[config.mk]
export PLATFORM = sky130hd
export DESIGN_NAME = clint
export DESIGN_NICKNAME = d
export VERILOG_FILES = /design/src/common/soc_pkg.sv /design/src/clint/clint.sv
export SDC_FILE = /design/constraint.sdc
export NUM_CORES = 1
export LEC_CHECK = 0
export BUFFER_PORTS_ARGS = -buffer_cell sky130_fd_sc_hd__buf_2
export CAP_MARGIN = 20
export CORE_MARGIN = 2
export CORE_UTILIZATION = 39
export DETAILED_ROUTE_END_ITERATION = 8
export PLACE_DENSITY_LB_ADDON = 0.08
export SLEW_MARGIN = 5
export SYNTH_ARGS = -nofsm -noshare
export SYNTH_HDL_FRONTEND = slang
export SYNTH_SLANG_ARGS = --single-unit
[constraint.sdc]
create_clock -name clk_i -period 2.4 [get_ports clk_i]
set_input_delay 0.48 -clock clk_i [delete_from_list [all_inputs] [get_ports clk_i]]
set_output_delay 0.48 -clock clk_i [all_outputs]
set_load 0.02 [all_outputs]
[src/common/soc_pkg.sv]
package soc_pkg;

  // ----------------------------------------
  // bus widths
  // ----------------------------------------
  localparam int unsigned AddrWidth   = 32;
  localparam int unsigned DataWidth   = 64;
  localparam int unsigned StrbWidth   = DataWidth / 8;
  localparam int unsigned ByteOffBits = $clog2(StrbWidth);

  typedef logic [AddrWidth-1:0] addr_t;
  typedef logic [DataWidth-1:0] data_t;
  typedef logic [StrbWidth-1:0] strb_t;

  // which block serves a request
  typedef enum logic [1:0] {
    TGT_ROM,
    TGT_SRAM,
    TGT_CLINT,
    TGT_NONE
  } target_e;

  // same codes as an AXI response
  typedef enum logic [1:0] {
    RESP_OKAY   = 2'b00,
    RESP_SLVERR = 2'b10,
    RESP_DECERR = 2'b11
  } resp_e;

  // ----------------------------------------
  // address map
  // ----------------------------------------
  localparam addr_t RomBase     = 32'h0000_1000;
  localparam addr_t RomLength   = 32'h0000_0100;
  localparam addr_t ClintBase   = 32'h0200_0000;
  localparam addr_t ClintLength = 32'h0000_C000;
  localparam addr_t SramBase    = 32'h8000_0000;

  localparam int unsigned RomWords      = RomLength / StrbWidth;
  localparam int unsigned RomAddrBits   = $clog2(RomWords);
  localparam int unsigned ClintAddrBits = 16;

  // clint register offsets
  localparam addr_t ClintMsipOff     = 32'h0000_0000;
  localparam addr_t ClintMtimecmpOff = 32'h0000_4000;
  localparam addr_t ClintMtimeOff    = 32'h0000_BFF8;

  // ----------------------------------------
  // rom contents and byte merging
  // ----------------------------------------
  localparam logic [31:0] RomTag = 32'hB007_C0DE;

  function automatic data_t rom_word(input int unsigned idx);
    return {RomTag, 32'(idx)};
  endfunction

  // replace only the bytes selected by be
  function automatic data_t apply_be(input data_t old_word, input data_t new_word,
                                     input strb_t be);
    data_t merged;
    merged = old_word;
    for (int i = 0; i < StrbWidth; i++) begin
      if (be[i]) begin
        merged[8*i +: 8] = new_word[8*i +: 8];
      end
    end
    return merged;
  endfunction

  // interrupt vector bit positions
  localparam int unsigned IrqMsip = 3;
  localparam int unsigned IrqMtip = 7;
  localparam int unsigned IrqSeip = 9;
  localparam int unsigned IrqMeip = 11;

endpackage

[src/clint/clint.sv]
module clint import soc_pkg::*; (
  input  logic                     clk_i,
  input  logic                     rst_ni,
  input  logic                     rtc_i,
  input  logic                     req_i,
  input  logic                     we_i,
  input  logic [ClintAddrBits-1:0] addr_i,
  input  data_t                    wdata_i,
  input  strb_t                    be_i,
  output data_t                    rdata_o,
  output logic                     timer_irq_o,
  output logic                     ipi_o
);

  localparam int unsigned WordBits = ClintAddrBits - ByteOffBits;

  logic [WordBits-1:0] word_sel;
  logic                sel_msip, sel_mtimecmp, sel_mtime;
  logic                wr_en;
  logic [1:0]          rtc_sync_q;
  logic                rtc_prev_q;
  logic                rtc_rise;
  logic                msip_q;
  data_t               mtimecmp_q;
  data_t               mtime_q;

  // ----------------------------------------
  // register select
  // ----------------------------------------
  assign word_sel     = addr_i[ClintAddrBits-1:ByteOffBits];
  assign sel_msip     = word_sel == ClintMsipOff[ClintAddrBits-1:ByteOffBits];
  assign sel_mtimecmp = word_sel == ClintMtimecmpOff[ClintAddrBits-1:ByteOffBits];
  assign sel_mtime    = word_sel == ClintMtimeOff[ClintAddrBits-1:ByteOffBits];
  assign wr_en        = req_i & we_i;

  // ----------------------------------------
  // rtc synchronizer and edge detect
  // ----------------------------------------
  always_ff @(posedge clk_i or negedge rst_ni) begin
    if (!rst_ni) begin
      rtc_sync_q <= '0;
      rtc_prev_q <= 1'b0;
    end else begin
      rtc_sync_q <= {rtc_sync_q[0], rtc_i};
      rtc_prev_q <= rtc_sync_q[1];
    end
  end

  assign rtc_rise = rtc_sync_q[1] & ~rtc_prev_q;

  // ----------------------------------------
  // registers
  // ----------------------------------------
  always_ff @(posedge clk_i or negedge rst_ni) begin
    if (!rst_ni) begin
      msip_q     <= 1'b0;
      mtimecmp_q <= '1;
      mtime_q    <= '0;
    end else begin
      if (wr_en && sel_msip && be_i[0]) begin
        msip_q <= wdata_i[0];
      end
      if (wr_en && sel_mtimecmp) begin
        mtimecmp_q <= apply_be(mtimecmp_q, wdata_i, be_i);
      end
      // a bus write wins over a tick in the same cycle
      if (wr_en && sel_mtime) begin
        mtime_q <= apply_be(mtime_q, wdata_i, be_i);
      end else if (rtc_rise) begin
        mtime_q <= mtime_q + 1'b1;
      end
    end
  end

  // read data only loads on a read strobe
  always_ff @(posedge clk_i) begin
    if (req_i && !we_i) begin
      if (sel_msip) begin
        rdata_o <= {{(DataWidth-1){1'b0}}, msip_q};
      end else if (sel_mtimecmp) begin
        rdata_o <= mtimecmp_q;
      end else if (sel_mtime) begin
        rdata_o <= mtime_q;
      end else begin
        rdata_o <= '0;
      end
    end
  end

  assign timer_irq_o = mtime_q >= mtimecmp_q;
  assign ipi_o       = msip_q;

endmodule

==> run_results.csv <==
group,metric,value,unit
floorplan,number_of_i_o_pins,159,
placed_design,gp_congestion,0.853,
critical_path,cp_max_fo,3,
detailed_routing,drcViolationCount,0,
detailed_routing,finalWirelength,35.0,mm
yosys,netlist_instances,1047,
global_route,overflow,0,
cells_and_area,fillers,2562,
global_route,total_global_routing_track_utilization,24.1,%
critical_path,setup.worst_path.start_class,"register",
critical_path,timing.rr.start,"mtime_q[3]",
pwr,intPower,5.42,mW
outcome,outcome,"finished with violations",
clock_tree,clock_pin_slew_on_the_worst_setup_and_hold_paths,0.08,ns
placed_design,buffer_ports.inserted,155,
clock_tree,clock_tree.buffer_depth,2,
critical_path,critical_path_type,"register to primary output",
critical_path,r2r_slack,0.01,ns
detailed_routing,dr.first_iter.drc_count,647,
floorplan,die_width,172,µm
pwr,p_per_area,496,nW/µm²
yosys,cell_area_after_technology_mapping,11000,µm²
worst_hold_path,worst_hold_path.endpoint,"rtc_sync_q[0]",
yosys,synth_edf_count,64,
placed_design,hpwlAfterDp,25.9,mm
pwr,sum_of_internal_switching_and_leakage_power,7.42,mW
sta,worstMarginPinSlew,0.686,ns
detailed_routing,firstDrtPassIters,9,
worst_hold_path,hold_depth,1,
clock_tree,cts.sinks,196,
detailed_routing,viasPerCell,5.47,
cells_and_area,postLayoutCellArea,15000,µm²
floorplan,start_util,39.7,%
sta,finalSetupViolCount,1,
cells_and_area,drive_gt1_share,42.9,%
detailed_routing,drt.antenna.violating_nets,0,
yosys,ys_warn_count,0,
global_route,grt_first_pass_wirelength,54.6,mm
cells_and_area,layout.cells.most_common_list,"223 x buf_4, 153 x buf_2, 81 x nand2_1, 77 x inv_1, 67 x dfrtp_1",
sta,finClkSkew,0.0162,ns
critical_path,cp.arrival,2.46,ns
global_route,grt_antenna_before_repair,0,
detailed_routing,vias,9903,
worst_hold_path,hold_start,"rtc_i",
yosys,synth_top_area_cell,"edfxtp_1",
sta,finalHoldViolations,0,
pwr,netSwitchingPower,2.01,mW
yosys,synth-async-reset-ratio,67.3,%
cells_and_area,syn2layout_area_growth,35.8,%
global_route,grt_start_max_net_pins,65,
yosys,synthFlopType,"dfrtp_1",
clock_tree,tritoncts,"done",
yosys,synth_seq_area_share,48.1,%
cells_and_area,most_frequent_standard_cell_in_the_layout_excluding_fill_and_tap_cells,"buf_4",
yosys,ys_seq_elements,196,
clock_tree,clockRootBuffer,"clkbuf_16",
floorplan,die_footprint,29600,µm²
pwr,swShare,27.0,%
sta,fin_tns_setup,-0.538,ns
pwr,clkPwrFrac,38.9,%
critical_path,reg2reg_to,"mtime_q[37]",
sta,relative_slew_margins,54.2,%
sta,rsz0062_at_grt,"yes",
sta,clock.fmax,340,MHz
pwr,share_seq_of_total_power,48.1,%
yosys,yosysUniqueCellTypes,74,
clock_tree,htree_levels,4,
floorplan,floorplan.rows,61,
clock_tree,tritoncts_buffers,17,
job,max_cap_violations,0,
detailed_routing,route.detailed.wl_per_inst,19.3,µm
critical_path,reg2regPathDepth,10,
yosys,synthDominantCellAreaShare,17.4,%
critical_path,cp.required,1.92,ns
sta,final.min_clock_period,2.94,ns
yosys,synthesis.nets,1205,
outcome,failed_checks,"setup timing",
pwr,static-leakage-power,6.44,nW
placed_design,dpl_cell_area,13800,µm²
clock_tree,clock_latency_at_the_later_pin_of_the_worst_skew_pair,0.45,ns
pwr,power.ir.vdd_worst,437,µV
cells_and_area,nNetsFinal,1576,
pwr,comb_power_share,13.0,%
floorplan,floorplan.core_area,27800,µm²
critical_path,cp-end-kind,"primary output",
sta,timing.final.crit_share,122,%
sta,setup_slack,-0.538,ns
yosys,synthTopCellsByArea,"edfxtp_1 17%, dfrtp_1 15%, dfstp_2 15%, ha_1 7.4%, mux2_2 6.7%",
yosys,syn_area_per_cell,10.5,µm²
sta,drv_slew,0,
global_route,via_count_of_the_first_global_routing_pass,9755,
floorplan,die-height,172,µm
worst_hold_path,min_path_type,"primary input to register",
[state kept, by name, indices dropped and copies added (netlist names)]
signal / flops
ipi_o: 1
rtc_prev_q: 1
mtimecmp_q: 64
rdata_o: 64
rtc_sync_q: 2
mtime_q: 64
[routing by layer]
layer	track usage (%)	up-vias	routed length, µm
li1	-	4711	-
met1	35.0	4842	16900
met2	36.7	290	15500
met3	3.16	60	1620
met4	8.77	0	946
met5	0	-	0
[power by group through the flow]
stage,clock (mW),sequential [mW],combinational [mW]
4_1_cts,2.93,3.57,0.913
6_report,2.89,3.57,0.963
5_1_grt,3.07,3.58,1.05
3_5_place_dp,0,3.63,0.794
2_1_floorplan,0,3.69,0.309
3_3_place_gp,0,3.63,0.787
[through the flow]
stage	worst slack [ns]	utilization, %	hold slack [ns]	instances
floorplan	0.0123	-	0.184	1047
detailed placement	-0.492	49.8	0.389	1763
finish	-0.538	53.9	0.147	1810
global placement	-0.576	49.8	0.375	1763
global route	-0.631	53.9	0.137	1809
CTS	-0.520	53.0	0.137	1802
[cells in the mapped netlist (6+ instances only)]
cell	instances
a21o_1	9
and4_1	11
nor3_1	24
a22o_1	53
edfxtp_1	64
inv_1	78
mux2_2	66
nand3_1	30
o22ai_1	9
dfrtp_1	68
nand2_1	81
and2_1	10
o211ai_1	6
o21a_1	10
nor2_1	64
a311oi_1	12
a211oi_1	12
o22a_1	7
o21ai_0	46
mux2i_1	6
ha_1	65
a211o_1	6
nand4_1	41
dfstp_2	64
and3_1	18
or3_1	7
a21oi_1	59
clkbuf_1	30
nor4_1	13
[critical path: stages (launching register included)]
cell      delay (ns)
dfstp_2         0.53
inv_1           0.04
ha_1            0.30
nand4_1         0.17
inv_1           0.07
a221oi_2        0.34
o221ai_4        0.17
a21oi_2         0.15
o21ai_2         0.09
buf_6           0.14
[how the worst max path moves through the flow]
stage / startpoint / cells past startpoint / end
6_report: mtimecmp_q[58] / 9 / timer_irq_o
5_1_grt: mtimecmp_q[58] / 9 / timer_irq_o
4_1_cts: mtimecmp_q[0] / 9 / timer_irq_o
3_5_place_dp: mtimecmp_q[0] / 9 / timer_irq_o
3_3_place_gp: mtimecmp_q[29] / 9 / timer_irq_o
2_1_floorplan: mtimecmp_q[3] / 8 / timer_irq_o
[final cells by class]
type | instances | area (µm²) | share of cell area, %
multi-input cells | 733 | 5650 | 37.8
flip-flops and latches | 196 | 5310 | 35.5
repair buffers | 392 | 2680 | 17.9
well taps | 378 | 473 | 3.16
clock buffers | 20 | 437 | 2.92
inverters | 78 | 293 | 1.96
clock inverters | 12 | 124 | 0.828
diodes | 1 | 2.50 | 0.0167
[kinds of logic after synthesis]
family,count (synthesis),synth area share [%]
and+or+nand+nor,322,15.2
DFF,196,48.1
adders and majority gates,65,7.38
buffers and inverters,118,4.42
xor gates and xnor gates,5,0.397
AOI/OAI and AO/OA,269,17.2
muxes,72,7.29
[what timing repair did]
action,in CTS,in global routing
hold buffers,1,0
buffers inserted,6,10
endpoints found under the setup margin,5,19
pin swaps,29,17
endpoints found under the hold margin,12,0
resized for setup,45,34
Power figures use the tool's default switching activity.
