<file path="src/common/soc_pkg.sv">
package soc_pkg;

  // ----------------------------------------
  // bus widths
  // ----------------------------------------
  localparam int unsigned AddrWidth   = 32;
  localparam int unsigned DataWidth   = 64;
  localparam int unsigned StrbWidth   = DataWidth / 8;
  localparam int unsigned ByteOffBits = $clog2(StrbWidth);

  typedef logic [AddrWidth-1:0] addr_t;
  typedef logic [DataWidth-1:0] data_t;
  typedef logic [StrbWidth-1:0] strb_t;

  // which block serves a request
  typedef enum logic [1:0] {
    TGT_ROM,
    TGT_SRAM,
    TGT_CLINT,
    TGT_NONE
  } target_e;

  // same codes as an AXI response
  typedef enum logic [1:0] {
    RESP_OKAY   = 2'b00,
    RESP_SLVERR = 2'b10,
    RESP_DECERR = 2'b11
  } resp_e;

  // ----------------------------------------
  // address map
  // ----------------------------------------
  localparam addr_t RomBase     = 32'h0000_1000;
  localparam addr_t RomLength   = 32'h0000_0100;
  localparam addr_t ClintBase   = 32'h0200_0000;
  localparam addr_t ClintLength = 32'h0000_C000;
  localparam addr_t SramBase    = 32'h8000_0000;

  localparam int unsigned RomWords      = RomLength / StrbWidth;
  localparam int unsigned RomAddrBits   = $clog2(RomWords);
  localparam int unsigned ClintAddrBits = 16;

  // clint register offsets
  localparam addr_t ClintMsipOff     = 32'h0000_0000;
  localparam addr_t ClintMtimecmpOff = 32'h0000_4000;
  localparam addr_t ClintMtimeOff    = 32'h0000_BFF8;

  // ----------------------------------------
  // rom contents and byte merging
  // ----------------------------------------
  localparam logic [31:0] RomTag = 32'hB007_C0DE;

  function automatic data_t rom_word(input int unsigned idx);
    return {RomTag, 32'(idx)};
  endfunction

  // replace only the bytes selected by be
  function automatic data_t apply_be(input data_t old_word, input data_t new_word,
                                     input strb_t be);
    data_t merged;
    merged = old_word;
    for (int i = 0; i < StrbWidth; i++) begin
      if (be[i]) begin
        merged[8*i +: 8] = new_word[8*i +: 8];
      end
    end
    return merged;
  endfunction

  // interrupt vector bit positions
  localparam int unsigned IrqMsip = 3;
  localparam int unsigned IrqMtip = 7;
  localparam int unsigned IrqSeip = 9;
  localparam int unsigned IrqMeip = 11;

endpackage

</file>
<file path="src/bus_demux.sv">
module bus_demux import soc_pkg::*; #(
  parameter int unsigned NumWords = 256
) (
  input  logic                          clk_i,
  input  logic                          rst_ni,
  input  logic                          req_valid_i,
  output logic                          req_ready_o,
  input  logic                          req_we_i,
  input  addr_t                         req_addr_i,
  input  data_t                         req_wdata_i,
  input  strb_t                         req_be_i,
  output logic                          resp_valid_o,
  input  logic                          resp_ready_i,
  output data_t                         resp_rdata_o,
  output resp_e                         resp_resp_o,
  output logic                          rom_req_o,
  output logic [RomAddrBits-1:0]        rom_addr_o,
  input  data_t                         rom_rdata_i,
  output logic                          sram_req_o,
  output logic                          sram_we_o,
  output logic [$clog2(NumWords)-1:0]   sram_addr_o,
  output data_t                         sram_wdata_o,
  output strb_t                         sram_be_o,
  input  data_t                         sram_rdata_i,
  output logic                          clint_req_o,
  output logic                          clint_we_o,
  output logic [ClintAddrBits-1:0]      clint_addr_o,
  output data_t                         clint_wdata_o,
  output strb_t                         clint_be_o,
  input  data_t                         clint_rdata_i
);

  localparam int unsigned SramAddrBits = $clog2(NumWords);
  localparam addr_t       SramLength   = addr_t'(NumWords * StrbWidth);

  logic    accept;
  logic    pending_q;
  target_e tgt;
  target_e rd_tgt_d, rd_tgt_q;
  resp_e   resp_d, resp_q;
  addr_t   rom_off, sram_off, clint_off;

  // ----------------------------------------
  // address decode
  // ----------------------------------------
  // offsets wrap below the base, so one compare per region is enough
  assign rom_off   = req_addr_i - RomBase;
  assign sram_off  = req_addr_i - SramBase;
  assign clint_off = req_addr_i - ClintBase;

  always_comb begin
    if (rom_off < RomLength) begin
      tgt = TGT_ROM;
    end else if (sram_off < SramLength) begin
      tgt = TGT_SRAM;
    end else if (clint_off < ClintLength) begin
      tgt = TGT_CLINT;
    end else begin
      tgt = TGT_NONE;
    end
  end

  assign resp_d = (tgt == TGT_NONE)             ? RESP_DECERR :
                  (tgt == TGT_ROM && req_we_i)  ? RESP_SLVERR : RESP_OKAY;

  // writes and errors return zero data
  assign rd_tgt_d = (resp_d != RESP_OKAY || req_we_i) ? TGT_NONE : tgt;

  assign accept = req_valid_i & req_ready_o;

  // ----------------------------------------
  // target strobes
  // ----------------------------------------
  assign rom_req_o  = accept && (tgt == TGT_ROM) && !req_we_i;
  assign rom_addr_o = rom_off[ByteOffBits +: RomAddrBits];

  assign sram_req_o   = accept && (tgt == TGT_SRAM);
  assign sram_we_o    = req_we_i;
  assign sram_addr_o  = sram_off[ByteOffBits +: SramAddrBits];
  assign sram_wdata_o = req_wdata_i;
  assign sram_be_o    = req_be_i;

  assign clint_req_o   = accept && (tgt == TGT_CLINT);
  assign clint_we_o    = req_we_i;
  assign clint_addr_o  = clint_off[ClintAddrBits-1:0];
  assign clint_wdata_o = req_wdata_i;
  assign clint_be_o    = req_be_i;

  // ----------------------------------------
  // response hold
  // ----------------------------------------
  always_ff @(posedge clk_i or negedge rst_ni) begin
    if (!rst_ni) begin
      pending_q <= 1'b0;
      rd_tgt_q  <= TGT_NONE;
      resp_q    <= RESP_OKAY;
    end else if (accept) begin
      pending_q <= 1'b1;
      rd_tgt_q  <= rd_tgt_d;
      resp_q    <= resp_d;
    end else if (resp_ready_i) begin
      pending_q <= 1'b0;
    end
  end

  assign req_ready_o  = ~pending_q;
  assign resp_valid_o = pending_q;
  assign resp_resp_o  = resp_q;

  always_comb begin
    case (rd_tgt_q)
      TGT_ROM:   resp_rdata_o = rom_rdata_i;
      TGT_SRAM:  resp_rdata_o = sram_rdata_i;
      TGT_CLINT: resp_rdata_o = clint_rdata_i;
      default:   resp_rdata_o = '0;
    endcase
  end

endmodule

</file>
<file path="config.mk">
export PLATFORM = sky130hd
export DESIGN_NAME = bus_demux
export DESIGN_NICKNAME = d
export VERILOG_FILES = /design/src/common/soc_pkg.sv /design/src/bus_demux.sv
export SDC_FILE = /design/constraint.sdc
export NUM_CORES = 1
export LEC_CHECK = 0
export BUFFER_PORTS_ARGS = -buffer_cell sky130_fd_sc_hd__clkbuf_2
export CORE_AREA = 4 4 212 214
export CTS_CLUSTER_DIAMETER = 150
export CTS_CLUSTER_SIZE = 8
export DETAILED_ROUTE_END_ITERATION = 6
export DIE_AREA = 0 0 216 218
export SLEW_MARGIN = 20
export SYNTH_ARGS = -nofsm -noshare
export SYNTH_HDL_FRONTEND = slang
export SYNTH_SLANG_ARGS = --single-unit
</file>
<file path="constraint.sdc">
create_clock -name clk_i -period 1.9 [get_ports clk_i]
set_input_delay 0 -clock clk_i [delete_from_list [all_inputs] [get_ports clk_i]]
set_output_delay 0 -clock clk_i [all_outputs]
set_load 0.005 [all_outputs]
</file>
==> flow_metrics.env <==
export IMPL_worstSetupPathType="in -> out"
export IMPL_cts_max_level=1
export IMPL_final_common_cell="clkbuf_2"
export IMPL_root_buffer="clkbuf_16"
export IMPL_synth_area_per_cell_um2=6.850
export IMPL_finalCriticalPeriod_ns=1.997
export IMPL_timing_fmax_mhz=500.8
export IMPL_synth_seq_cells=5
export IMPL_cpPeakStageDelay_ns=0.56
export IMPL_fin_area_um2=4325
export IMPL_violations="setup timing"
export IMPL_drt_first_iter_violations=71
export IMPL_critical_path_top_delay_family="simple AND/OR/NAND/NOR gates"
export IMPL_die_height_um=218
export IMPL_cts_buffers=3
export IMPL_status="finished, violations left"
export IMPL_cp_max_fo=4
export IMPL_vias_per_cell=2.917
export IMPL_nets=892
export IMPL_grt_max_degree=66
export IMPL_critPathCaptureType="output pin"
export IMPL_dp_slack_ns=-0.2741
export IMPL_die_w_um=216
export IMPL_pwr_density_cell_nw_per_um2=210.9
export IMPL_grt_pass1_vias=3449
export IMPL_max_cap_violations=0
export IMPL_fin_ws_ns=-0.09686
export IMPL_final_cell_mix="304 x clkbuf_2, 69 x nand2_1, 63 x mux2i_1, 62 x o21ai_1, 21 x buf_4"
export IMPL_final_core_util_pct=10.09
export IMPL_pin_count=547
export IMPL_cts_tree="built"
export IMPL_yosysSeqAreaShare_pct=4.131
export IMPL_irDropWorstVdd_uv=164.1
export IMPL_finalSetupViolations=1
export IMPL_start_kind="primary input"
export IMPL_dp_hpwl_um=13010
export IMPL_wirelength_um=15000
export IMPL_drc_errors=0
export IMPL_min_path_type="in -> out"
export IMPL_regToRegStartpoint="resp_valid_o$_DFFE_PN0P_"
export IMPL_start_util_pct=7.203
export IMPL_slew_headroom_pct=75.75
export IMPL_core_area_um2=42890
export IMPL_synthCells=451
export IMPL_clock_path_buffers=2
export IMPL_setup_worst_path_start="req_addr_i[21]"
export IMPL_gp_congestion=0.7562
export IMPL_cp_cell_sequence="clkbuf_2 > or4_4 > buf_4 > nor4_4 > nand4_1 > or4b_4 > nor4_4 > clkbuf_2"
export IMPL_grt_overflow_total=0
export IMPL_antenna_found_initial=5
export IMPL_fp_row_count=76
export IMPL_p_leak_nw=2.459
export IMPL_die_area_um2=47090
export IMPL_grt_util_all_layers_pct=5.758
export IMPL_synth_area_um2=3089
export IMPL_yosysUniqueCellTypes=33
export IMPL_fin_crit_sh_pct=105.1
export IMPL_clock_skew_ns=0.002341
export IMPL_areaGrowthSynthToFinish_pct=40.02
export IMPL_finalPower_w=0.0009122
export IMPL_num_vias=3430
export IMPL_first_pass_iters=4
export IMPL_yosysWarnings=0
export IMPL_path_buf_inv=3
export IMPL_routedWlPerCell_um=12.76
export IMPL_clkSinkCount=5
export IMPL_hold_path_startpoint="req_wdata_i[60]"
export IMPL_slew_violations=0
export IMPL_required_ns=1.90
export IMPL_hold_viol_final=0
export IMPL_clk_latency_ns=0.23
export IMPL_grt_pass1_wl_um=20780
export IMPL_rsz0062_at_grt="yes"
export IMPL_worstMarginPinSlew_ns=0.3567
export IMPL_setup_tns_final_ns=-0.09686
export IMPL_place_area_um2=4168
export IMPL_drive_gt1_share_pct=58.57
export IMPL_final_antenna_net_count=0
export IMPL_portBuffers=304
export IMPL_cp_arrival_ns=2.00
export IMPL_cp_slowest_cell="or4_4"
export IMPL_syn_nets=753
==> cells in the mapped netlist <==
cell	instances	area [um^2]
buf_4	175	1314
nand2_1	69	259.0
mux2i_1	64	640.6
o21ai_1	62	310.3
clkbuf_1	17	63.81
nor2_1	9	33.78
a21oi_1	5	25.02
inv_1	5	18.77
o21ai_0	5	25.02
buf_1	4	15.01
dfrtp_1	3	75.07
nand4_1	3	18.77
nor4_1	3	18.77
dfstp_2	2	52.55
nand3_1	2	10.01
nor2b_1	2	12.51
nor4_2	2	25.02
o31ai_1	2	15.01
o41ai_1	2	17.52
or4_1	2	15.01
a41oi_1	1	8.760
and3_1	1	6.260
ha_1	1	12.51
nand2b_1	1	6.260
nor3_1	1	5.000
nor3_4	1	16.27
o21ai_2	1	8.760
o21bai_2	1	11.26
or3_1	1	6.260
or4_4	1	11.26
or4b_4	1	13.76
xnor2_1	1	8.760
xor2_1	1	8.760
==> flip-flops by register name (all words and copies together) (netlist names) <==
register      cells
resp_resp_o       2
rd_tgt_q          2
resp_valid_o      1
==> where the power goes <==
| group | internal [W] | total, W | switching [W] | leakage, nW |
|---|---|---|---|---|
| Combinational | 0.000252 | 0.000424 | 0.000172 | 2.37 |
| Clock | 0.000279 | 0.000359 | 0.0000796 | 0.0382 |
| Sequential | 0.000119 | 0.000130 | 0.0000103 | 0.0553 |
==> final cells by class <==
type	instances	area (um^2)
multi-input combinational	245	1600
sequential	5	131.4
clock buffer	4	78.83
fill	5055	38560
timing repair buffer	330	1759
tap	585	732.0
inverter	5	18.77
antenna	2	5.005
==> metal layers <==
layer | vias up | global-route usage [%] | wire length (um)
li1 | 1623 | - | -
met1 | 1442 | 6.245 | 5413
met2 | 300 | 9.348 | 6737
met3 | 63 | 3.191 | 2233
met4 | 2 | 2.368 | 603
met5 | - | 0 | 13
==> worst paths after layout <==
kind | end | slack [ns] | cells past startpoint
max | rom_req_o | -0.1 | 8
min | sram_wdata_o[60] | 0.000002 | 0
max reg2reg | resp_resp_o[1]$_DFFE_PN0P_ | 0.68 | 5
min reg2reg | resp_resp_o[0]$_DFFE_PN0P_ | 0.51 | 2
max in group asynchronous | rd_tgt_q[0]$_DFFE_PN1P_ | 1.51 | 2
min in group asynchronous | resp_valid_o$_DFFE_PN0P_ | 0.15 | 2
==> worst register-to-register path, stage by stage, from the launching register on <==
cell      delay (ns)
dfrtp_1         0.39
inv_1           0.09
nand2_1         0.22
nand2_1         0.16
o31ai_1         0.07
o21bai_2        0.18
==> through the flow <==
stage / hold slack, ns / instances
3_5_place_dp: -0.1458 / 1166
5_1_grt: 0.00001337 / 1174
2_1_floorplan: -0.2956 / 451
4_1_cts: 0.00004162 / 1173
3_3_place_gp: -0.1472 / 1166
6_report: 0.000002490 / 1176
==> kinds of logic after synthesis <==
family,count (synthesis),synth area share (%)
muxes,64,20.74
adders and majority gates,1,0.4050
DFF,5,4.131
and+or+nand+nor,99,14.82
AOI/OAI and AO/OA,79,13.65
buffers and inverters,201,45.69
xor gates and xnor gates,2,0.5671
==> timing repair <==
item,4_1_cts,5_1_grt
hold endpoints to repair,6,0
cloned,0,0
gates resized for setup,3,3
setup endpoints to repair,1,6
buffers inserted,1,1
hold buffers,2,0
pin swaps,5,3
Power figures use the tool's default switching activity.
