### src/debug_gate.sv
module debug_gate #(
  parameter int unsigned DebugDelay = 500
) (
  input  logic clk_i,
  input  logic rst_ni,
  input  logic debug_req_i,
  input  logic debug_en_i,
  output logic debug_req_o
);

  localparam int unsigned CntBits = (DebugDelay > 0) ? $clog2(DebugDelay + 1) : 1;

  logic [CntBits-1:0] cnt_q;

  // boot window countdown, stops at zero
  always_ff @(posedge clk_i or negedge rst_ni) begin
    if (!rst_ni) begin
      cnt_q <= CntBits'(DebugDelay);
    end else if (cnt_q != '0) begin
      cnt_q <= cnt_q - 1'b1;
    end
  end

  assign debug_req_o = (cnt_q == '0) & debug_en_i & debug_req_i;

endmodule

### config.mk
export PLATFORM = sky130hd
export DESIGN_NAME = debug_gate
export DESIGN_NICKNAME = d
export VERILOG_FILES = /design/src/debug_gate.sv
export SDC_FILE = /design/constraint.sdc
export NUM_CORES = 1
export LEC_CHECK = 0
export ABC_CLOCK_PERIOD_IN_PS = 4200
export BUFFER_PORTS_ARGS = -buffer_cell sky130_fd_sc_hd__buf_2
export CAP_MARGIN = 20
export CORE_AREA = 2 2 39 41
export CTS_CLUSTER_DIAMETER = 50
export DETAILED_ROUTE_END_ITERATION = 8
export DIE_AREA = 0 0 41 43
export GPL_TIMING_DRIVEN = 0
export SKIP_LAST_GASP = 1
export SYNTH_ARGS = -nofsm -noshare
export SYNTH_HDL_FRONTEND = slang
export SYNTH_SLANG_ARGS = --single-unit
### constraint.sdc
create_clock -name clk_i -period 4.2 [get_ports clk_i]
set_clock_uncertainty 0.2 [all_clocks]
set_input_delay 1.05 -clock clk_i [delete_from_list [all_inputs] [get_ports clk_i]]
set_output_delay 1.05 -clock clk_i [all_outputs]
set_load 0.1 [all_outputs]
==> qor.txt, run 1 <==
Outcome: completed
Crit-path cells: or4_4, nor4_4, and3_1, buf_2
Static Leak: 0.238 nW
GRT Util Overall: 0.108
RD Place Congestion: 0.657
Critical path buffers and inverters: 1
Starting density of the core: 0.320
Die span in x: 41 um
Reg-to-reg critical path endpoint: cnt_q[1]
Post-DP Area: 483 um^2
Cts bufs inserted: 3
FF-to-FF path depth: 3
DR top layer: met4
Hold crit path type: reg2reg
Worst VDD drop: 0.000124 V
TritonRoute pass-1 iters: 4
Final setup viols: 0
Metal2 WL: 327 um
RSZ-0062 raised after global routing: false
Largest register by flop count: cnt_q
Initial detailed-routing violation count: 7
Hold Violations, Final: 0
Fin nets: 53
Root Buffer: clkbuf_4
IO Count: 5
Share of cells above drive strength 1: 0.404
Highest-delay cell along the critical path: or4_4
PwrDens: 319 nW/um^2
Hold path cells: 2
R2R Setup Slk: 2330 ps
Most frequent cells in the layout: o21ai_0 (6), dfstp_2 (6), buf_2 (4)
TNS Setup: 0 ps
Max_slew headroom: 0.680
Max-cap viol count: 0
Htree depth: 1
Final Cell Area: 509 um^2
CTS clk-pin slew, worst paths: 60 ps
Crit end category: output port
Worst path max stage delay: 590 ps
Final ANT Viol Nets: 0
First-pass GRT wire length: 1250 um
Max FFs per register: 9
Syn-to-layout area delta: 15.0%
Met3 wire length: 21 um
Port Buffers: 4
Worst-case clock buffer depth: 2
Slew @ Worst Pin: 483 ps
Via density: 4.89
Ranking of synthesized cells by area: dfstp_2 (36%), dfrtp_1 (17%), o21ai_0 (6.8%)
Hold Path Sink: cnt_q[4]
Critical-path maximum fanout: 5
Synthesized area: 443 um^2
Die H: 43 um
CTS sink cnt: 9
Gate count of the mapped netlist: 39
Crit path time final: 3510 ps
Worst Setup Path Type: reg2out
Vias: 308
Share of the synthesized area in the top cell type: 0.356
Cell variety after synth: 20
Biggest regs: cnt_q: 9 flops
Crit Reg-Reg Startpoint: cnt_q[3]
DR WL/cell: 11.7 um
FF+latch count, synth: 9
Clock Latency Late Sink: 260 ps
Crit. Startpoint: cnt_q[3]
Wl on met1: 372 um
CP delay by family, top: simple AND/OR/NAND/NOR gates
Die Area: 1760 um^2
Final Max Slew Viols: 0
Final wirelength: 736 um
Site Rows: 14
DR DRC count: 0
Number of synthesis warnings: 0
Critical Path AT: 2260 ps
Highest clock rate: 0.285 GHz
Postcts setup bufs: 0
Total power: 163 uW
Initial antenna violation count: 0
Hold_buf cts: 0
Min-delay src: cnt_q[4]
Post-DP HPWL: 535 um
Syn avg cell area: 11.4 um^2
CTS resizes: 0
Register area share after synthesis: 0.525
Grt ovf: 0
Total core area: 1380 um^2
ANT cells: 0
Hold slack: 302 ps
Final worst-path cycle share: 0.836
Setup crit start kind: flip-flop
Largest net degree at the start of global routing: 10
Cell type with the largest total area after synthesis: dfstp_2
CTS tree: done
Crit path required time: 2950 ps
Vias in the first global route: 286
Syn_nets: 44
## per-layer routing
layer	GRT usage	up-vias
met3	0.0314	2
li1	-	156
met4	0.0800	0
met1	0.135	145
met2	0.150	5
met5	0	-
## worst max-delay path by stage
stage / to / slack [ps] / cells after the start
after floorplan: debug_req_o / 840 / 3
after global placement: debug_req_o / 950 / 4
after detailed placement: debug_req_o / 940 / 4
after CTS: debug_req_o / 650 / 4
after global routing: debug_req_o / 590 / 4
final: debug_req_o / 690 / 4
## cell usage after synthesis (all sizes together)
library cell and count:
or4 1, o21bai 1, nand2 1, or3 2, dfstp 6, nor2 2
inv 2, nor3 2, xnor2 1, and3 1, nand2b 2, nor4 1
o31a 1, or2 2, ha 1, mux2i 1, dfrtp 3, o31ai 2
mux2 1, o21ai 6
## power breakdown
part / switching, mW / internal (mW) / leakage [nW]
combinational: 0.00574 / 0.00154 / 0.119
clock: 0.0317 / 0.0366 / 0.0150
sequential: 0 / 0.0870 / 0.104
total: 0.0374 / 0.125 / 0.238
## tightest hold or removal path, cell delays in order, from the launching register on
cell and delay (ps):
dfstp_2 370, o21ai_0 60, o31ai_1 70
## logic make-up (layout without fill, tap and decap cells)
family	count (synthesis)	count (layout)	share of synthesized area
AOI/OAI and AO/OA	10	10	0.141
xor gates and xnor gates	1	1	0.0198
adders and majority gates	1	1	0.0282
buffers and inverters	2	10	0.0170
DFF	9	9	0.525
muxes	2	2	0.0480
and+or+nand+nor	14	14	0.220
## through the flow
stage,worst slack [ps],instances,utilization
6_report,687,63,0.368
4_1_cts,653,63,0.368
3_3_place_gp,949,59,0.349
5_1_grt,594,63,0.368
3_5_place_dp,939,59,0.349
2_1_floorplan,836,39,-
## cell type report
cell class | count | area (um^2)
clock buffers | 4 | 26.3
fillers | 148 | 875
inverters | 2 | 7.51
multi-input cells | 28 | 203
flip-flops and latches | 9 | 233
well taps | 16 | 20.0
repair buffers | 4 | 20.0
(Power assumes the default switching activity.)
==> inputs of run 2 (changes only) <==
--- a/config.mk
+++ b/config.mk
@@ -5,7 +5,7 @@
 export SDC_FILE = /design/constraint.sdc
 export NUM_CORES = 1
 export LEC_CHECK = 0
-export ABC_CLOCK_PERIOD_IN_PS = 4200
+export ABC_CLOCK_PERIOD_IN_PS = 2800
 export BUFFER_PORTS_ARGS = -buffer_cell sky130_fd_sc_hd__buf_2
 export CAP_MARGIN = 20
 export CORE_AREA = 2 2 39 41
==> constraint.sdc (replaced) <==
create_clock -name clk_i -period 2.8 [get_ports clk_i]
set_clock_uncertainty 0.2 [all_clocks]
set_input_delay 0.7 -clock clk_i [delete_from_list [all_inputs] [get_ports clk_i]]
set_output_delay 0.7 -clock clk_i [all_outputs]
set_load 0.1 [all_outputs]
==> run 2 against run 1 <==
Effect of this change:
- wire length is 8.8% higher
- first-iteration DRC count stayed put
- clock power is 46% higher
- worst hold slack worse by 220 ps
- die area stayed put
- critical endpoint unchanged
==> qor.txt, run 2 (synthesized netlist as in run 1, its figures left out) <==
Outcome: completed
Post-DP Area: 484 um^2 (+0.26%)
TritonRoute pass-1 iters: 4 (unchanged)
TNS Setup: 0 ps (unchanged)
Htree depth: 1 (unchanged)
Slew @ Worst Pin: 309 ps (-174 ps)
Final worst-path cycle share: 0.987
DR DRC count: 0 (unchanged)
Fin nets: 55 (+3.8%)
CTS clk-pin slew, worst paths: 60 ps (about the same)
Largest net degree at the start of global routing: 10 (unchanged)
Initial detailed-routing violation count: 7 (unchanged)
Starting density of the core: 0.320 (unchanged)
M1 GR Usage: 0.157 (+0.0221)
First-pass GRT wire length: 1360 um (+8.9%)
Static Leak: 0.251 nW (+5.4%)
RD Place Congestion: 0.636 (-3.3%)
Hold Violations, Final: 0 (unchanged)
Final setup viols: 0 (unchanged)
Total power: 245 uW (+51%)
Crit end category: output port
Die H: 43 um (unchanged)
Hold crit path type: in2async
Max_slew headroom: 0.794 (+0.114)
Cts bufs inserted: 3 (unchanged)
GR peak layer: met1
CTS sink cnt: 9 (unchanged)
Max-cap viol count: 0 (unchanged)
Biggest regs: cnt_q: 9 flops
GRT Util Overall: 0.123 (+0.0149)
Final ANT Viol Nets: 0 (unchanged)
Area of the multi-input gates: 208 um^2 (+2.5%)
DR WL/cell: 12.3 um (+5.5%)
Port Buffers: 4 (unchanged)
Clock Latency Late Sink: 260 ps (about the same)
Final wirelength: 801 um (+8.8%)
Fillers: 144 (-2.7%)
Initial antenna violation count: 0 (unchanged)
M2 GR Usage: 0.156 (+0.00625)
Max FFs per register: 9 (unchanged)
Post-DP HPWL: 527 um (-1.5%)
Critical Path AT: 1860 ps (-400 ps)
Setup crit start kind: flip-flop
Final Cell Area: 544 um^2 (+6.9%)
Worst-case clock buffer depth: 2 (unchanged)
RSZ-0062 raised after global routing: true
CTS tree: done
Dpl cells: 59 (unchanged)
Grt met3 use: 0.0471 (+0.0157)
Worst Setup Path Type: reg2out
Total core area: 1380 um^2 (unchanged)
Root Buffer: clkbuf_4
Critical-path maximum fanout: 3 (-2)
Cell Count, Final, Fillers Out: 65 (+3.2%)
IO Count: 5 (unchanged)
Grt ovf: 0 (unchanged)
Vias: 320 (+3.9%)
Via density: 4.92 (+0.70%)
Most frequent cells in the layout: o21ai_0 (6), dfstp_2 (6), clkbuf_4 (3), dfrtp_1 (3), buf_2 (3)
R2R Setup Slk: 980 ps (-1350 ps)
ANT cells: 0 (unchanged)
Vias in the first global route: 316 (+10%)
Syn-to-layout area delta: 22.9%
Worst VDD drop: 0.000187 V (+50%)
Die span in x: 41 um (unchanged)
Share of cells above drive strength 1: 0.449 (+0.0447)
PwrDens: 450 nW/um^2 (+41%)
Final Max Slew Viols: 0 (unchanged)
Site Rows: 14 (unchanged)
Largest register by flop count: cnt_q
Crit path required time: 1900 ps (-1050 ps)
Highest clock rate: 0.362 GHz
Die Area: 1760 um^2 (unchanged)
Crit path time final: 2760 ps
FF+latch area: 233 um^2 (unchanged)
[run 2: cell count changes in the layout (fill, tap and decap cells not counted), sizes merged]
cell	previous run	this run
buf	4	6
[run 2: area by class of cell]
| type | instances | area share |
|---|---|---|
| multi-input cells | 28 | 0.382 |
| clock buffers | 4 | 0.0483 |
| flip-flops and latches | 9 | 0.428 |
| inverters | 2 | 0.0138 |
| well taps | 16 | 0.0368 |
| repair buffers | 6 | 0.0920 |
[run 2: worst paths after layout]
check	startpoint	to	cells past startpoint
worst min-delay path	rst_ni	cnt_q[0]	1
min in group clk_i	cnt_q[0]	cnt_q[0]	1
worst min register to register	cnt_q[0]	cnt_q[0]	1
worst max-delay path	cnt_q[4]	debug_req_o	4
max in group asynchronous	rst_ni	cnt_q[4]	1
worst max register to register	cnt_q[4]	cnt_q[1]	4
[run 2: what timing repair did]
item	CTS	global route
resized for setup	5	0
hold buffers	0	0
pin swaps	3	2
hold endpoints to repair	0	0
buffers inserted	2	0
setup endpoints to repair	1	1
[run 2: layer usage]
layer / wire length (um) / up-vias / part of all wire
met5: 0 / - / 0
met2: 394 / 7 / 0.49
li1: - / 162 / -
met4: 14 / 0 / 0.017
met3: 26 / 2 / 0.032
met1: 365 / 149 / 0.46
[run 2: worst max-delay path, stage by stage, from the launching register on]
cell and delay, ps:
dfstp_2 370, or4_4 550, nor4_4 270, and3_4 250, buf_12 170
[run 2: power breakdown]
group,switching [mW],internal (mW)
Clock,0.0447,0.0549
Combinational,0.00924,0.00535
Sequential,0,0.130
[run 2: metrics by stage]
| stage | setup slack (ps) | util | hold slack [ps] |
|---|---|---|---|
| floorplan | 65.5 | - | 204 |
| global placement | -135 | 0.350 | 292 |
| detailed placement | -130 | 0.350 | 297 |
| CTS | -60.9 | 0.393 | 80.9 |
| global route | -27.6 | 0.393 | 89.5 |
| finish | 36.0 | 0.393 | 80.9 |
==> inputs of run 3 (changes only) <==
--- a/config.mk
+++ b/config.mk
@@ -6,12 +6,12 @@
 export NUM_CORES = 1
 export LEC_CHECK = 0
 export ABC_CLOCK_PERIOD_IN_PS = 2800
-export BUFFER_PORTS_ARGS = -buffer_cell sky130_fd_sc_hd__buf_2
 export CAP_MARGIN = 20
 export CORE_AREA = 2 2 39 41
 export CTS_CLUSTER_DIAMETER = 50
 export DETAILED_ROUTE_END_ITERATION = 8
 export DIE_AREA = 0 0 41 43
+export DONT_BUFFER_PORTS = 1
 export GPL_TIMING_DRIVEN = 0
 export SKIP_LAST_GASP = 1
 export SYNTH_ARGS = -nofsm -noshare
==> run 3 against run 2 <==
Effect of this change:
- clock power fell by 2%
- sequential power barely moved
- fmax shrank 0.73%
- count of clock-buffer cells in the layout unchanged
- global-route usage up 0.66 points
- final area is 4.6% lower
- first-iteration DRC count down 86%
- wire length decreased by 0.87%
- critical endpoint unchanged
==> qor.txt, run 3 (synthesized netlist as in run 1, its figures left out) <==
Outcome: completed
R2R Setup Slk: 980 ps (about the same)
Area of the multi-input gates: 208 um^2 (unchanged)
Hold Violations, Final: 0 (unchanged)
Cell Count, Final, Fillers Out: 62 (-4.6%)
IO Count: 5 (unchanged)
First-pass GRT wire length: 1390 um (+2.5%)
Die H: 43 um (unchanged)
FF+latch area: 233 um^2 (unchanged)
Starting density of the core: 0.320 (unchanged)
Crit-path cells: or4_4, nor4_4, and3_4
Static Leak: 0.235 nW (-6.5%)
Final ANT Viol Nets: 0 (unchanged)
Die span in x: 41 um (unchanged)
Total power: 237 uW (-3.0%)
Grt ovf: 0 (unchanged)
ANT cells: 0 (unchanged)
Max-cap viol count: 0 (unchanged)
Post-DP Area: 464 um^2 (-4.1%)
CTS sink cnt: 9 (unchanged)
Final Max Slew Viols: 0 (unchanged)
Slew @ Worst Pin: 296 ps (-13.6 ps)
Max_slew headroom: 0.803 (+0.00906)
DR DRC count: 0 (unchanged)
PwrDens: 457 nW/um^2 (+1.7%)
Critical Path AT: 1880 ps (+20 ps)
RD Place Congestion: 0.673 (+5.9%)
Highest-delay cell along the critical path: or4_4
Pre-CTS setup slack: -43.5 ps (+86.7 ps)
Die Area: 1760 um^2 (unchanged)
FF-to-FF path depth: 4 (unchanged)
Dpl cells: 55 (-6.8%)
Root Buffer: clkbuf_4
GRT Util Overall: 0.130 (+0.00659)
Worst Setup Path Type: reg2out
Final setup viols: 0 (unchanged)
Reg-to-reg critical path endpoint: cnt_q[1]
Site Rows: 14 (unchanged)
Setup crit end: debug_req_o
Final Cell Area: 519 um^2 (-4.6%)
Fin nets: 52 (-5.5%)
Crit end category: output port
Largest register by flop count: cnt_q
Crit Reg-Reg Startpoint: cnt_q[4]
CTS clk-pin slew, worst paths: 60 ps (about the same)
CTS tree: done
Worst path max stage delay: 550 ps (about the same)
Crit path time final: 2780 ps (+20.3 ps)
Total core area: 1380 um^2 (unchanged)
Critical-path maximum fanout: 3 (unchanged)
Share of cells above drive strength 1: 0.391 (-0.0577)
Via density: 5.24 (+6.5%)
Post-DP HPWL: 518 um (-1.7%)
Final worst-path cycle share: 0.994 (+0.00724)
Clock Latency Late Sink: 260 ps (about the same)
Vias: 325 (+1.6%)
Final wirelength: 794 um (-0.87%)
Worst VDD drop: 0.000179 V (-4.1%)
Critical path depth: 3 (-1)
RSZ-0062 raised after global routing: true
DR WL/cell: 12.8 um (+3.9%)
Setup crit start kind: flip-flop
Port Buffers: 0 (-4)
Htree depth: 1 (unchanged)
Initial antenna violation count: 0 (unchanged)
Vias in the first global route: 325 (+2.8%)
Max FFs per register: 9 (unchanged)
Cts bufs inserted: 3 (unchanged)
Crit. Startpoint: cnt_q[4]
Biggest regs: cnt_q: 9 flops
CP delay by family, top: simple AND/OR/NAND/NOR gates
Critical path buffers and inverters: 0 (-1)
Util after Layout: 0.375 (-0.0181)
Highest clock rate: 0.359 GHz (-0.73%)
TritonRoute pass-1 iters: 4 (unchanged)
Worst-case clock buffer depth: 2 (unchanged)
Largest net degree at the start of global routing: 8 (-2)
Final WS setup: 15.8 ps (-20.3 ps)
Hold crit path type: in2async
Crit path required time: 1900 ps (about the same)
Fillers: 141 (-2.1%)
Initial detailed-routing violation count: 1 (-6)
Most frequent cells in the layout: o21ai_0 (6), dfstp_2 (6), clkbuf_4 (3), dfrtp_1 (3)
Syn-to-layout area delta: 17.2%
-- run 3: where the power goes --
part | switching [mW] | total (mW) | internal, mW
registers | 0 | 0.131 | 0.131
clock network | 0.0432 | 0.0980 | 0.0548
logic | 0.00676 | 0.00881 | 0.00205
-- run 3: worst min-delay path by stage --
stage / from / end / slack [ps] / cells past startpoint
5_1_grt: rst_ni / cnt_q[7] / 50 / 0
6_report: rst_ni / cnt_q[7] / 80 / 0
3_5_place_dp: rst_ni / cnt_q[3] / 200 / 0
2_1_floorplan: rst_ni / cnt_q[0] / 200 / 0
3_3_place_gp: rst_ni / cnt_q[1] / 200 / 0
4_1_cts: rst_ni / cnt_q[6] / 70 / 0
-- run 3: worst register-to-register path, cell delays in order (launching register included) --
cell,delay [ps]
dfstp_2,370
or4_4,550
nor4_4,270
buf_4,190
mux2i_1,170
-- run 3: layer usage --
layer | up-vias | global-route usage | part of all wire | wire length, um
met4 | 0 | 0.120 | 0.021 | 17
met2 | 3 | 0.181 | 0.53 | 421
met1 | 163 | 0.130 | 0.43 | 341
met5 | - | 0 | 0 | 0
met3 | 2 | 0.0681 | 0.019 | 15
li1 | 157 | - | - | -
-- run 3: cell type report --
type / count / area share
timing repair buffer: 3 / 0.0482
clock buffer: 4 / 0.0506
inverter: 2 / 0.0145
multi-input combinational: 28 / 0.400
sequential: 9 / 0.448
tap: 16 / 0.0386
-- run 3: timing repair --
action	in CTS	in global routing
endpoints found under the hold margin	3	0
hold buffers	1	0
setup buffers	2	0
pin swaps	3	2
resized for setup	1	0
setup endpoints to repair	1	1
-- run 3: through the flow --
stage | TNS (ps) | hold WS, ps
final | 0 | 81.3
after global routing | -38.1 | 47.2
after CTS | -62.8 | 67.0
after detailed placement | -43.5 | 205
after global placement | -56.6 | 205
after floorplan | 0 | 204
